[src/tomasulo_pkg.sv]
package tomasulo_pkg;

    ////////////////////////////////////////////////////////////////////////////
    // core sizing
    ////////////////////////////////////////////////////////////////////////////

    localparam int ROB_DEPTH = 8;
    localparam int TAG_W     = 3;
    localparam int NUM_RS    = 2;

    typedef logic [31:0] rv32i_word;

    // only the major opcodes this core executes
    typedef enum logic [6:0] {
        op_imm = 7'b0010011,
        op_reg = 7'b0110011,
        op_lui = 7'b0110111
    } rv32i_opcode;

    typedef struct packed {
        logic [6:0] funct7;
        logic [4:0] rs2;
        logic [4:0] rs1;
        logic [2:0] funct3;
        logic [4:0] rd;
        logic [6:0] opcode;
    } r_fmt_t;

    typedef struct packed {
        logic [11:0] imm12;
        logic [4:0]  rs1;
        logic [2:0]  funct3;
        logic [4:0]  rd;
        logic [6:0]  opcode;
    } i_fmt_t;

    // same fetched word, register or immediate layout
    typedef union packed {
        r_fmt_t r_fmt;
        i_fmt_t i_fmt;
    } instr_u;

    ////////////////////////////////////////////////////////////////////////////
    // reservation station word
    ////////////////////////////////////////////////////////////////////////////

    typedef struct packed {
        logic [2:0] funct3;
        logic       funct7_b5;
        logic       is_lui;
    } res_op_t;

    // operand either ready or waiting on a rob tag
    typedef struct packed {
        logic [TAG_W-1:0] tag;
        rv32i_word        data;
        logic             valid;
    } res_src_t;

    typedef struct packed {
        res_op_t          operation;
        res_src_t         src1;
        res_src_t         src2;
        logic [TAG_W-1:0] rd_tag;
    } res_word;

endpackage
[src/tomasulo_itf.sv]
`timescale 1ns/1ps

// issue path from fetch into rob, register file and stations
interface issue_itf import tomasulo_pkg::*; ();
    logic              rob_load;
    logic [NUM_RS-1:0] rs_load;
    logic [4:0]        rd;
    logic [4:0]        rs1;
    logic [4:0]        rs2;
    res_word           word;
    logic              rob_full;
    logic [TAG_W-1:0]  curr_tag;
    res_src_t          src1;
    res_src_t          src2;
    logic [NUM_RS-1:0] rs_empty;

    modport fetch   (output rob_load, rs_load, rd, rs1, rs2, word,
                     input  rob_full, curr_tag, src1, src2, rs_empty);
    modport rob     (input  rob_load, rd, output rob_full, curr_tag);
    modport regfile (input  rob_load, rd, rs1, rs2, curr_tag, output src1, src2);
    modport station (input  word);
endinterface

// results by tag, watched by everyone waiting on an operand
interface cdb_itf import tomasulo_pkg::*; ();
    logic [NUM_RS-1:0]             exec;
    logic [NUM_RS-1:0][TAG_W-1:0]  tag;
    rv32i_word [NUM_RS-1:0]        result;
    logic [ROB_DEPTH-1:0]          done;
    rv32i_word [ROB_DEPTH-1:0]     slot_data;
    logic                          clear;
    logic [TAG_W-1:0]              clear_tag;

    modport station  (input  done, slot_data);
    modport alu_side (input  exec, tag, result, clear, clear_tag, output done, slot_data);
    modport rob      (input  done, slot_data, output clear, clear_tag);
    modport regfile  (input  done, slot_data);
endinterface

[src/rob.sv]
`timescale 1ns/1ps

module rob import tomasulo_pkg::*; (
    input  logic             clk,
    input  logic             arst_n_i,
    issue_itf.rob            iss,
    cdb_itf.rob              bus,
    output logic             commit_valid_o,
    output logic [4:0]       commit_rd_o,
    output rv32i_word        commit_data_o,
    output logic             wr_en_o,
    output logic [4:0]       wr_rd_o,
    output logic [TAG_W-1:0] wr_tag_o,
    output rv32i_word        wr_data_o
);

    logic [TAG_W-1:0]     head_q;
    logic [TAG_W-1:0]     tail_q;
    logic [TAG_W:0]       count_q;
    logic [ROB_DEPTH-1:0] busy_q;
    logic [4:0]           rd_q [ROB_DEPTH];
    logic                 commit;

    // retire strictly from the head
    assign commit = busy_q[head_q] && bus.done[head_q];

    // tail is the tag handed to the next issue
    assign iss.curr_tag = tail_q;
    assign iss.rob_full = (count_q == (TAG_W+1)'(ROB_DEPTH));

    always_ff @(posedge clk or negedge arst_n_i) begin
        if (!arst_n_i) begin
            head_q  <= '0;
            tail_q  <= '0;
            count_q <= '0;
            busy_q  <= '0;
        end else begin
            if (iss.rob_load) begin
                busy_q[tail_q] <= 1'b1;
                tail_q         <= tail_q + 1'b1;
            end
            if (commit) begin
                busy_q[head_q] <= 1'b0;
                head_q         <= head_q + 1'b1;
            end
            case ({iss.rob_load, commit})
                2'b10:   count_q <= count_q + 1'b1;
                2'b01:   count_q <= count_q - 1'b1;
                default: ;
            endcase
        end
    end

    always_ff @(posedge clk) begin
        if (iss.rob_load) begin
            rd_q[tail_q] <= iss.rd;
        end
    end

    ////////////////////////////////////////////////////////////////////////////
    // commit outputs
    ////////////////////////////////////////////////////////////////////////////

    assign commit_valid_o = commit;
    assign commit_rd_o    = rd_q[head_q];
    assign commit_data_o  = bus.slot_data[head_q];

    assign wr_en_o   = commit;
    assign wr_rd_o   = rd_q[head_q];
    assign wr_tag_o  = head_q;
    assign wr_data_o = bus.slot_data[head_q];

    // free the cdb slot so the tag can be reused
    assign bus.clear     = commit;
    assign bus.clear_tag = head_q;

endmodule

[src/flat_wrapper.sv]
// flat-port wrapper written by rule: the top's interface ports become plain ports
module rob_flat import tomasulo_pkg::*;
  (clk, arst_n_i, commit_valid_o, commit_rd_o, commit_data_o, wr_en_o, wr_rd_o, wr_tag_o, wr_data_o, iss_rob_load, iss_rd, iss_rob_full, iss_curr_tag, bus_done, bus_slot_data, bus_clear, bus_clear_tag);
  issue_itf iss_i ();
  cdb_itf bus_i ();
  input  logic clk;
  input  logic arst_n_i;
  output logic commit_valid_o;
  output logic [4:0] commit_rd_o;
  output rv32i_word commit_data_o;
  output logic wr_en_o;
  output logic [4:0] wr_rd_o;
  output logic [TAG_W-1:0] wr_tag_o;
  output rv32i_word wr_data_o;
  input wire logic [$bits(iss_i.rob_load)-1:0] iss_rob_load;
  input wire logic [$bits(iss_i.rd)-1:0] iss_rd;
  output wire logic [$bits(iss_i.rob_full)-1:0] iss_rob_full;
  output wire logic [$bits(iss_i.curr_tag)-1:0] iss_curr_tag;
  input wire logic [$bits(bus_i.done)-1:0] bus_done;
  input wire logic [$bits(bus_i.slot_data)-1:0] bus_slot_data;
  output wire logic [$bits(bus_i.clear)-1:0] bus_clear;
  output wire logic [$bits(bus_i.clear_tag)-1:0] bus_clear_tag;
  assign iss_i.rob_load = iss_rob_load;
  assign iss_i.rd = iss_rd;
  assign iss_rob_full = iss_i.rob_full;
  assign iss_curr_tag = iss_i.curr_tag;
  assign bus_i.done = bus_done;
  assign bus_i.slot_data = bus_slot_data;
  assign bus_clear = bus_i.clear;
  assign bus_clear_tag = bus_i.clear_tag;
  rob u_core (.clk(clk), .arst_n_i(arst_n_i), .iss(iss_i), .bus(bus_i), .commit_valid_o(commit_valid_o), .commit_rd_o(commit_rd_o), .commit_data_o(commit_data_o), .wr_en_o(wr_en_o), .wr_rd_o(wr_rd_o), .wr_tag_o(wr_tag_o), .wr_data_o(wr_data_o));
endmodule
[config.mk]
export PLATFORM = sky130hd
export DESIGN_NAME = rob_flat
export DESIGN_NICKNAME = d
export VERILOG_FILES = /design/src/tomasulo_pkg.sv /design/src/tomasulo_itf.sv /design/src/rob.sv /design/src/flat_wrapper.sv
export SDC_FILE = /design/constraint.sdc
export NUM_CORES = 1
export LEC_CHECK = 0
export BUFFER_PORTS_ARGS = -buffer_cell sky130_fd_sc_hd__buf_4
export CORE_AREA = 8 8 135 137
export CTS_CLUSTER_SIZE = 30
export DETAILED_ROUTE_END_ITERATION = 7
export DIE_AREA = 0 0 143 145
export PLACE_DENSITY_LB_ADDON = 0.25
export SLEW_MARGIN = 10
export SYNTH_ARGS = -nofsm -noshare
export SYNTH_HDL_FRONTEND = slang
export SYNTH_SLANG_ARGS = --single-unit
[constraint.sdc]
create_clock -name clk -period 3.3 [get_ports clk]
set_clock_uncertainty 0.1 [all_clocks]
set_input_delay 0.495 -clock clk [delete_from_list [all_inputs] [get_ports clk]]
set_output_delay 0.495 -clock clk [all_outputs]
set_load 0.01 [all_outputs]
**Yosys cells after proc, flatten, opt, wreduce, memory -nomap -nowiden**

Memory sizes are Yosys's and may differ from the RTL's.
Cells that the tools add are included.

- Memory bits (writable): 40
- Bits of input ports: 272
- Output and inout bits: 87
- Memories: 1
- Register bits: 18
- Logic and storage cells: 38

Memories:

| memory | words | width | read ports | clocked after Yosys merged registers in | wr ports | RTL line | source |
|---|---|---|---|---|---|---|---|
| u_core.rd_q | 8 | 5 | 1 | 0 | 1 | rob.sv:21 | `logic [4:0] rd_q [ROB_DEPTH];` |

- Bitwise operators: 3
- Order comparisons: 4
- Equal/unequal tests: 3
- Reductions and logical operators: 4
- Multiplexer cells: 15
- $add $sub $neg: 4

Operators by type and width:

| kind | count |
|---|---|
| 32-bit binary-select mux with 3-bit select | 1 |
| 32-bit two-way mux | 1 |
| 8-bit two-way mux | 2 |
| 8-bit bitwise AND | 1 |
| 3-bit by 4-bit < comparator with 1-bit output (second input constant) | 2 |
| 8-bit NOT | 1 |
| 8-bit OR | 1 |
| 4-bit case mux with 2 select lines | 1 |
| 3-bit by 1-bit adder with 3-bit output (second input constant) | 2 |
| 1-bit binary-select mux with 3-bit select | 2 |
| 1-bit demux with 3-bit select | 2 |
| 3-bit by 1-bit >= comparator with 1-bit output (second input constant) | 2 |
| 1-bit two-way mux | 6 |
| 4-bit by 1-bit adder with 4-bit output (second input constant) | 1 |
| 4-bit equality test (second input constant) | 1 |
| 4-bit by 1-bit subtractor with 4-bit output (second input constant) | 1 |
| 1-bit logical AND | 3 |
| 2-bit by 1-bit equality test with 1-bit output (second input constant) | 1 |
| 2-bit equality test (second input constant) | 1 |
| 2-bit nonzero test | 1 |

**Logic depth before layout (Yosys ltp)**

Gate-level depths: netlist of run 1.

- Depth after elaboration: 8
- Mapped depth: 13
- Mapped depth without buffers: 10

**Worst setup path after synthesis of run 1**

No wires, ideal clock.

- Kind: reg-to-reg
- Start point: reg u_core.head_q[0] (netlist: u_core.bus.clear_tag[0])
- End point: reg u_core.count_q[2]
- Path buffers: 2
- Setup time: 0.125 ns
- Stages on the path, launching flop included: 13
- Required time: 3.075 ns
- Setup slack: 0.631 ns
- Arrival: 2.444 ns
- Period minus slack after synthesis: 2.669 ns
- Path through: dfrtp_1 > buf_2 > buf_6 > nand3b_1 > a21oi_1 > a2bb2oi_2 > ha_1 > xor2_1 > ha_1 > a21oi_1 > xor2_1 > nor2_1 > xor2_1

- Cells in the longest elaborated chain, start to end: 5
- Elaborated cells between the ends (all ways): 9
- Those cells by class: eq/ne: 2; mux: 5; reduce/logical: 2

RTL lines:

| what | RTL line | source |
|---|---|---|
| start: declaration | rob.sv:17 | `logic [TAG_W-1:0] head_q;` |
| start signal: assignment | rob.sv:44 | `head_q <= head_q + 1'b1;` |
| 1-bit binary-select mux with 3-bit select | rob.sv:25 | `assign commit = busy_q[head_q] && bus.done[head_q];` |
| 1-bit two-way mux (not written as such) | rob.sv:25 |  |
| 1-bit logical AND * | rob.sv:25 |  |
| named net bus_clear | flat_wrapper.sv:21 | `output wire logic [$bits(bus_i.clear)-1:0] bus_clear;` |
| 2-bit by 1-bit equality test with 1-bit output / 2-bit equality test (equally long branches) | rob.sv:46 | `case ({iss.rob_load, commit})` |
| 4-bit case mux with 2 select lines / 2-bit nonzero test (equally long branches) | -- |  |
| end signal: assignment | rob.sv:47 | `2'b10: count_q <= count_q + 1'b1;` |
| end signal: assignment | rob.sv:48 | `2'b01: count_q <= count_q - 1'b1;` |
| end: declaration | rob.sv:19 | `logic [TAG_W:0] count_q;` |

Mark *: on every way through the listed nets, which the timed path passes. The rest lies on a longest branch. The select of a mux whose other input is x is not followed.
A chain may end at the register's enable or synchronous reset.

**Final worst setup path of run 1**

- Start point: reg u_core.head_q[0] (netlist: u_core.bus.clear_tag[0])
- End point: out commit_data_o[11]

- Cells in the longest elaborated chain, start to end: 2

RTL lines:

| what | RTL line | source |
|---|---|---|
| 32-bit binary-select mux with 3-bit select | rob.sv:66 | `assign commit_data_o = bus.slot_data[head_q];` |
| 32-bit two-way mux (not written as such) | rob.sv:66 |  |
| end: declaration | flat_wrapper.sv:10 | `output rv32i_word commit_data_o;` |

No other way between the ends. The select of a mux whose other input is x is not followed.

==> impl_metrics.tcl, run 1 <==
set metrics [dict create \
    status "finished, final reports clean" \
    slew_headroom_pct 37.70 \
    cts.sinks 58 \
    required_ns 2.70 \
    switchingPower_mw 2.625 \
    antenna_found_initial 0 \
    synthArstFlopShare_pct 31.03 \
    r2r_cells 10 \
    synth_top_family_by_area "multiplexers" \
    nNetsFinal 985 \
    drv_slew 0 \
    crit_type "register to output port" \
    end_kind "output port" \
    dpl.hpwl_um 19090 \
    rr_startpoint "u_core.bus.clear_tag[2]" \
    fp.dieW_um 143 \
    grt_overflow 0 \
    num_vias 4677 \
    syn_avg_cell_area_um2 12.04 \
    post-route-period-util_pct 91.06 \
    ir_drop_mv 0.5799 \
    place_inst 916 \
    clk_pin_slew_worst_paths_ns 0.05 \
    tns_ns 0 \
    worstHoldStart "iss_rd[2]" \
    final_common_cell "buf_4" \
    power_density_nw_per_um2 842.1 \
    synth_top_area_share_pct 35.16 \
    timing.reg2reg.setup_slack_ns 0.47 \
    fp.dieH_um 145 \
    ys_types 36 \
    drtPass1Iterations 4 \
    layout.cells.most_common_list "buf_4, nand2_1, mux4_2" \
    ios 359 \
    hold_path.class "input port to register" \
    p_comb_share_pct 67.0 \
    slowest_stage "mux4_2" \
    ctsHoldBuffers 1 \
    critPathArrivalTime_ns 2.41 \
    pwr-share-seq_pct 18.2 \
    seq_area_um2 1660 \
    post-cts-setup-buffers 0 \
    port_buffers 358 \
    vias_per_cell 5.013 \
    cap_viol_max_count 0 \
    syn_area_um2 4805 \
    crit_chain "buf_4, mux4_2, nand2_1, nand2_1, buf_4" \
    grt_pass1_wl_um 33420 \
    synth.area.top_cells "mux4_2, edfxtp_1, dfrtp_1" \
    cts_tree "done" \
    yosys.area_share.adder_pct 1.302 \
    cp-start-kind "register" \
    total_power_mw 6.482 \
    cp_num_buf_inv 2 \
    syn_nets 676 \
    grt_max_degree 67 \
    finalWirelength_um 23090 \
    numCtsBuffers 9 \
    final_cells 933 \
    fp.dieArea_um2 20740 \
    yosysSeqAreaShare_pct 34.38 \
    cts_root_buf "clkbuf_16" \
    num_rows 47 \
    path_max_fanout 34 \
    pwr-share-clk_pct 14.8 \
    ys_ff_latch 58 \
    drive_above_1_share_pct 65.36 \
    rsz0062_at_grt "no" \
    drcViolationCount 0 \
    max_stage_delay_ns 0.59 \
    area_growth_pct 60.21 \
    synth_edf_count 40 \
    synthFlopType "edfxtp_1" \
    synth_compound_area_share_pct 3.229 \
    synthMuxAreaShare_pct 36.33 \
    p_leak_nw 3.546 \
    holdPathEnd "u_core.rd_q[2][2]" \
    ant_nets 0 \
    clockBufferDepth 2 \
    hold_depth 1 \
    tightest_slew_ns 0.9345 \
    start_util_pct 29.71 \
    multi_input_area_um2 2659 \
    yosysWarnings 0 \
    synth_area_leader_cell "mux4_2" \
    wl_per_cell_um 24.75 \
    timing.fmax_ghz 0.3328 \
    r2r-end "u_core.count_q[2]" \
    yosys.area_share.xor_xnor_pct 1.458 \
    grt_pass1_vias 4951 \
    internal_power_mw 3.856 \
    finalSetupViolations 0 \
    netlist_instances 399 \
    initialDrtViolationCount 240 \
    grtUsageTotal_pct 21.50 \
    swShare_pct 40.50 \
    worstSkewPairLatency_ns 0.32 \
    gp_congestion 1.014 \
    crit_family "buffers and inverters" \
    post_cts_resized 0 \
    antennaDiodeCount 0 \
    n_fill_cell 1516 \
    fin_crit_ns 3.005 \
    core_um2 16170 \
    startpoint "u_core.bus.clear_tag[0]" \
    yosys.area_share.simple_pct 13.02 \
    h-tree-depth 3 \
    finalHoldViolCount 0 \
]
cell usage after synthesis, drive strengths merged, types with 4 or more instances:
library cell / instances
nor2: 15
clkbuf: 4
dfrtp: 18
nand3: 5
xor2: 5
a21oi: 6
edfxtp: 40
buf: 66
ha: 5
mux4: 75
nand2: 117
inv: 4
mux2: 5
how the worst max path moves through the flow:
stage	end	slack [ns]	depth (start not counted)
floorplan	u_core.count_q[2]	0.63	12
global placement	u_core.count_q[2]	0.55	11
detailed placement	u_core.count_q[2]	0.51	11
CTS	commit_data_o[11]	0.25	5
global route	commit_data_o[11]	0.15	5
finish	commit_data_o[11]	0.29	5
registers in the layout, indices dropped and copies added, names as in the netlist:
register,count
u_core.bus.clear_tag,3
u_core.busy_q,8
u_core.count_q,4
u_core.iss.curr_tag,3
u_core.rd_q,40
cell type report:
class,instances,share of cell area [%]
Timing Repair Buffer,368,36.09
Multi-Input combinational cell,267,34.54
Sequential cell,58,21.57
Tap cell,220,3.576
Clock buffer,10,2.975
Clock inverter,6,1.057
Inverter,4,0.1951
kinds of logic after synthesis:
kind of cell / Yosys count
AND/OR/NAND/NOR: 153
AO/OA/AOI/OAI: 21
flip-flops: 58
XOR/XNOR: 8
adder cells (fa/ha/maj): 5
multiplexers: 80
buffers and inverters: 74
worst reg2reg max path: stages (launching register included):
cell and delay, ns:
dfrtp_4 0.48, inv_2 0.11, mux4_2 0.53, a2bb2oi_2 0.33, ha_1 0.33, xor2_1 0.10
ha_1 0.21, a21oi_1 0.16, xor2_1 0.16, nor2_1 0.06, xor2_1 0.14
per-layer routing:
| metal | global-route usage, % | up-vias | part of all wire, % |
|---|---|---|---|
| met4 | 7.177 | 0 | 2.4 |
| met5 | 0 | - | 0 |
| met2 | 37.35 | 187 | 51 |
| li1 | - | 2091 | - |
| met3 | 6.791 | 32 | 8.6 |
| met1 | 24.25 | 2367 | 38 |
power groups by stage:
stage | Clock, mW | Sequential, mW | Combinational (mW)
4_1_cts | 0.976 | 1.18 | 4.40
2_1_floorplan | 0 | 1.11 | 2.99
5_1_grt | 1.01 | 1.21 | 4.64
6_report | 0.961 | 1.18 | 4.34
3_3_place_gp | 0 | 1.18 | 4.33
3_5_place_dp | 0 | 1.19 | 4.39
through the flow:
step                hold WS [ns]  setup WS [ns]  util [%]  area, µm²
floorplan                0.09941         0.6310         -       4805
global placement          0.2800         0.5512     45.62       7377
detailed placement        0.2838         0.5110     45.62       7377
CTS                       0.2938         0.2480     47.60       7697
global route              0.2999         0.1468     47.60       7697
finish                    0.3033         0.2950     47.60       7697
Note: power is estimated with default switching activity, not from simulation.
==> inputs of run 2 (changes only) <==
--- a/config.mk
+++ b/config.mk
@@ -10,7 +10,6 @@
 export CTS_CLUSTER_SIZE = 30
 export DETAILED_ROUTE_END_ITERATION = 7
 export DIE_AREA = 0 0 143 145
-export PLACE_DENSITY_LB_ADDON = 0.25
 export SLEW_MARGIN = 10
 export SYNTH_ARGS = -nofsm -noshare
 export SYNTH_HDL_FRONTEND = slang
==> run 2 against run 1 <==
Effect of this change:
- fmax decreased by 1.1%
- critical path depth unchanged
- critical endpoint is now wr_data_o[31]
- combinational power increased by 4%
==> impl_metrics.tcl, run 2 (synthesis results as in run 1) <==
set metrics [dict create \
    path_max_fanout 34 \
    required_ns 2.70 \
    fp.dieH_um 145 \
    grtUsageTotal_pct 21.56 \
    tns_ns 0 \
    nNetsFinal 986 \
    dp_slack_ns 0.4572 \
    final_common_cell "buf_4" \
    clockBufferDepth 2 \
    end_kind "output port" \
    ant_nets 0 \
    largest_reg_flops 40 \
    timing.fmax_ghz 0.3291 \
    drv_slew 0 \
    critPathArrivalTime_ns 2.44 \
    crit_chain "buf_4, buf_4, mux4_2, mux2_2, buf_4" \
    initialDrtViolationCount 236 \
    fp.dieW_um 143 \
    layout.cells.most_common_list "buf_4, nand2_1, mux4_2" \
    ir_drop_mv 0.4996 \
    layout_setup_ws_ns 0.2617 \
    reg.largest.list "u_core.rd_q x40, u_core.busy_q x8, u_core.count_q x4" \
    tightest_slew_ns 0.9492 \
    max_stage_delay_ns 0.49 \
    finalHoldViolCount 0 \
    h-tree-depth 3 \
    fin_crit_ns 3.038 \
    drtPass1Iterations 4 \
    antenna_found_initial 1 \
    cap_viol_max_count 0 \
    grt_pass1_vias 5010 \
    fin_hold_ws_ns 0.3108 \
    vias_per_cell 4.966 \
    drcViolationCount 0 \
    post-cts-setup-buffers 0 \
    rsz0062_at_grt "no" \
    crit_type "register to output port" \
    cp-start-kind "register" \
    finalWirelength_um 23180 \
    ios 359 \
    fp.dieArea_um2 20740 \
    status "finished, final reports clean" \
    antennaDiodeCount 0 \
    grt_pass1_wl_um 33270 \
    clk_pin_slew_worst_paths_ns 0.05 \
    dpl.hpwl_um 19750 \
    power_density_nw_per_um2 840.7 \
    timing.reg2reg.setup_slack_ns 0.42 \
    wl_per_cell_um 24.81 \
    post-route-period-util_pct 92.07 \
    hold_path.class "input port to register" \
    num_vias 4638 \
    grt_overflow 0 \
    worstSkewPairLatency_ns 0.32 \
    area_growth_pct 59.17 \
    cts_root_buf "clkbuf_16" \
    regMostFlops "u_core.rd_q" \
    numCtsBuffers 9 \
    num_rows 47 \
    gp_congestion 1.010 \
    start_util_pct 29.71 \
    port_buffers 358 \
    slowest_stage "buf_4" \
    cts_tree "done" \
    post_cts_resized 0 \
    cts.sinks 58 \
    n_fill_cell 1554 \
    p_leak_nw 3.521 \
    finalSetupViolations 0 \
    grt_max_degree 38 \
    slew_headroom_pct 36.24 \
    cp_common_cell "buf_4" \
    drive_above_1_share_pct 64.99 \
    core_um2 16170 \
    total_power_mw 6.429 \
]
-- run 2: cell types whose count changed in the layout (fill, tap and decap cells not counted), sizes merged --
cell and change:
buf +1, bufinv -2, clkinv +2
-- run 2: where the power goes --
group          leakage, nW  switching [mW]  internal, mW
registers            0.563           0.176         0.980
logic                 2.83            2.26          2.24
clock network        0.124           0.284         0.491
-- run 2: worst max-delay path: cells and delay by family (launching register included) --
| family | cells | cell delay [ns] |
|---|---|---|
| buf+inv | 3 | 0.98 |
| flops | 1 | 0.41 |
| mux | 2 | 0.70 |
-- run 2: metrics by stage --
step	area (µm²)	util (%)	std cells
6_report	7647	47.29	934
3_5_place_dp	7385	45.66	917
4_1_cts	7647	47.29	934
2_1_floorplan	4805	-	399
3_3_place_gp	7385	45.66	917
5_1_grt	7647	47.29	934
-- run 2: what timing repair did --
| action | in CTS | in global routing |
|---|---|---|
| hold buffers | 1 | 0 |
| hold endpoints to repair | 18 | 0 |
| endpoints found under the setup margin | 0 | 0 |
-- run 2: area by class of cell --
type / instances / area (µm²) / share of cell area, %
timing repair buffer: 369 / 2785 / 36.42
multi-input combinational: 267 / 2659 / 34.77
sequential: 58 / 1660 / 21.71
tap: 220 / 275.3 / 3.599
clock buffer: 10 / 229.0 / 2.994
clock inverter: 6 / 23.77 / 0.3109
inverter: 4 / 15.01 / 0.1963
-- run 2: path summary, 6_finish.rpt --
kind	to	start	cells past startpoint
worst max-delay path	wr_data_o[31]	u_core.bus.clear_tag[2]	5
worst min-delay path	u_core.rd_q[7][2]	iss_rd[2]	1
worst max register to register	u_core.count_q[2]	u_core.bus.clear_tag[2]	10
worst min register to register	u_core.busy_q[6]	u_core.busy_q[6]	1
max in group asynchronous	u_core.bus.clear_tag[0]	arst_n_i	2
min in group asynchronous	u_core.count_q[0]	arst_n_i	2
-- run 2: per-layer routing --
layer / vias up / global-route usage [%] / wire length [µm]
li1: 2097 / - / -
met1: 2267 / 24.50 / 8454
met2: 256 / 35.93 / 11290
met3: 16 / 11.48 / 3223
met4: 2 / 2.552 / 197
met5: - / 0 / 7
==> inputs of run 3 (changes only) <==
--- a/config.mk
+++ b/config.mk
@@ -10,6 +10,7 @@
 export CTS_CLUSTER_SIZE = 30
 export DETAILED_ROUTE_END_ITERATION = 7
 export DIE_AREA = 0 0 143 145
+export PLACE_DENSITY = 0.64
 export SLEW_MARGIN = 10
 export SYNTH_ARGS = -nofsm -noshare
 export SYNTH_HDL_FRONTEND = slang
==> run 3 against run 2 <==
Effect of this change:
- critical path type unchanged
- final area grew 1.2%
- first-iteration DRC count shrank 5.5%
- count of clock-buffer cells in the layout shrank 1
- global-route usage shrank 0.85 points
- core utilization grew 0.55 points
- clock power grew 34%
- fmax grew 0.43%
- highest routed layer is now met4
- sequential cell count is the same
- combinational power shrank 4%
- hold slack lost 0.0066 ns
- wire length shrank 3.6%
- register-to-register slack lost 0.03 ns
==> impl_metrics.tcl, run 3 (synthesis results as in run 1) <==
set metrics [dict create \
    reg.largest.list "u_core.rd_q x40, u_core.busy_q x8, u_core.count_q x4" \
    grt_overflow 0 \
    post-route-period-util_pct 91.68 \
    layout.cells.most_common_list "buf_4, nand2_1, mux4_2" \
    power_density_nw_per_um2 851.1 \
    startpoint "u_core.bus.clear_tag[0]" \
    tns_ns 0 \
    fin_crit_ns 3.025 \
    hold_path.class "input port to register" \
    start_util_pct 29.71 \
    place_area_um2 7392 \
    fp.dieH_um 145 \
    largest_reg_flops 40 \
    path_max_fanout 28 \
    critPathArrivalTime_ns 2.43 \
    internal_power_mw 3.941 \
    fp.dieW_um 143 \
    p_leak_nw 3.563 \
    design_area_um2 7736 \
    final_common_cell "buf_4" \
    crit_type "register to output port" \
    port_buffers 358 \
    fin_util_pct 47.84 \
    grt_max_degree 47 \
    h-tree-depth 3 \
    r2r-end "u_core.count_q[2]" \
    p_comb_share_pct 65.9 \
    post-cts-setup-buffers 0 \
    required_ns 2.70 \
    fp.dieArea_um2 20740 \
    finalWirelength_um 22330 \
    r2r_cells 10 \
    total_power_mw 6.584 \
    regMostFlops "u_core.rd_q" \
    clk_pin_slew_worst_paths_ns 0.05 \
    worstHoldStart "iss_rd[2]" \
    ios 359 \
    ir_drop_mv 0.5342 \
    slew_headroom_pct 49.12 \
    rsz0062_at_grt "no" \
    post_cts_resized 0 \
    pwr-share-seq_pct 18.3 \
    initialDrtViolationCount 223 \
    rr_startpoint "u_core.bus.clear_tag[2]" \
    clockBufferDepth 2 \
    drv_slew 0 \
    pwr-share-clk_pct 15.9 \
    finalHoldViolCount 0 \
    vias_per_cell 5.017 \
    drtPass1Iterations 4 \
    area_growth_pct 61.02 \
    finalSetupViolations 0 \
    num_vias 4691 \
    cap_viol_max_count 0 \
    ctsHoldBuffers 1 \
    grtUsageTotal_pct 20.71 \
    timing.fmax_ghz 0.3305 \
    timing.reg2reg.setup_slack_ns 0.39 \
    grt_pass1_wl_um 32390 \
    cp-start-kind "register" \
    holdPathEnd "u_core.rd_q[1][2]" \
    numCtsBuffers 9 \
    use_met2_pct 35.86 \
    top_usage_layer "met2" \
    gp_congestion 0.9814 \
    met1_usage_pct 23.35 \
    nNetsFinal 987 \
    switchingPower_mw 2.643 \
    num_rows 47 \
    dpl.hpwl_um 18620 \
    ant_nets 0 \
    wl_per_cell_um 23.89 \
    antenna_found_initial 1 \
    cts.sinks 58 \
    grt_pass1_vias 5079 \
    core_um2 16170 \
    drcViolationCount 0 \
    worstSkewPairLatency_ns 0.33 \
    swShare_pct 40.14 \
    cts_root_buf "clkbuf_16" \
    status "finished, final reports clean" \
    end_kind "output port" \
    grt.met3_usage_pct 5.413 \
    cts_tree "done" \
    hold_depth 1 \
    tightest_slew_ns 0.7603 \
    drive_above_1_share_pct 65.69 \
]
## run 3: cell count changes in the layout (fill, tap and decap cells not counted), sizes merged
cell | before | now
clkinv | 6 | 2
bufinv | 0 | 3
buf | 368 | 369
clkbuf | 10 | 9
clkinvlp | 0 | 1
diode | 0 | 1
## run 3: critical path: stages (launching register included)
cell     delay (ns)
dfrtp_4        0.61
buf_4          0.51
mux4_2         0.58
nand2_1        0.08
nand2_1        0.12
buf_4          0.18
## run 3: metal layers
metal / wire, µm / vias to the layer above
li1: - / 2094
met1: 8142 / 2294
met2: 11420 / 257
met3: 2021 / 46
met4: 748 / 0
met5: 0 / -
## run 3: cell type report
class	instances	area, µm²
fillers	1497	8436
well taps	220	275.3
diodes	1	2.502
repair buffers	370	2793
flip-flops and latches	58	1660
clock inverters	6	106.4
clock buffers	9	225.2
inverters	4	15.01
multi-input cells	267	2659
## run 3: how the worst max path moves through the flow
stage,depth (start not counted),end
floorplan,12,u_core.count_q[2]
global placement,10,u_core.count_q[2]
detailed placement,10,u_core.count_q[2]
CTS,5,commit_data_o[8]
global route,5,commit_data_o[8]
finish,5,wr_data_o[9]
## run 3: through the flow
stage	hold WS, ns	setup slack [ns]	cells
global route	0.3082	0.1088	935
CTS	0.3012	0.2217	934
finish	0.3043	0.2746	935
detailed placement	0.2825	0.4011	918
global placement	0.2780	0.4625	918
floorplan	0.09941	0.6310	399
## run 3: power by group through the flow
stage                     registers, mW  logic, mW  clock network [mW]
after floorplan                    1.11       2.99                   0
after global placement             1.20       4.34                   0
after detailed placement           1.21       4.40                   0
after CTS                          1.20       4.42                1.05
after global routing               1.23       4.67                1.08
final                              1.20       4.34                1.04
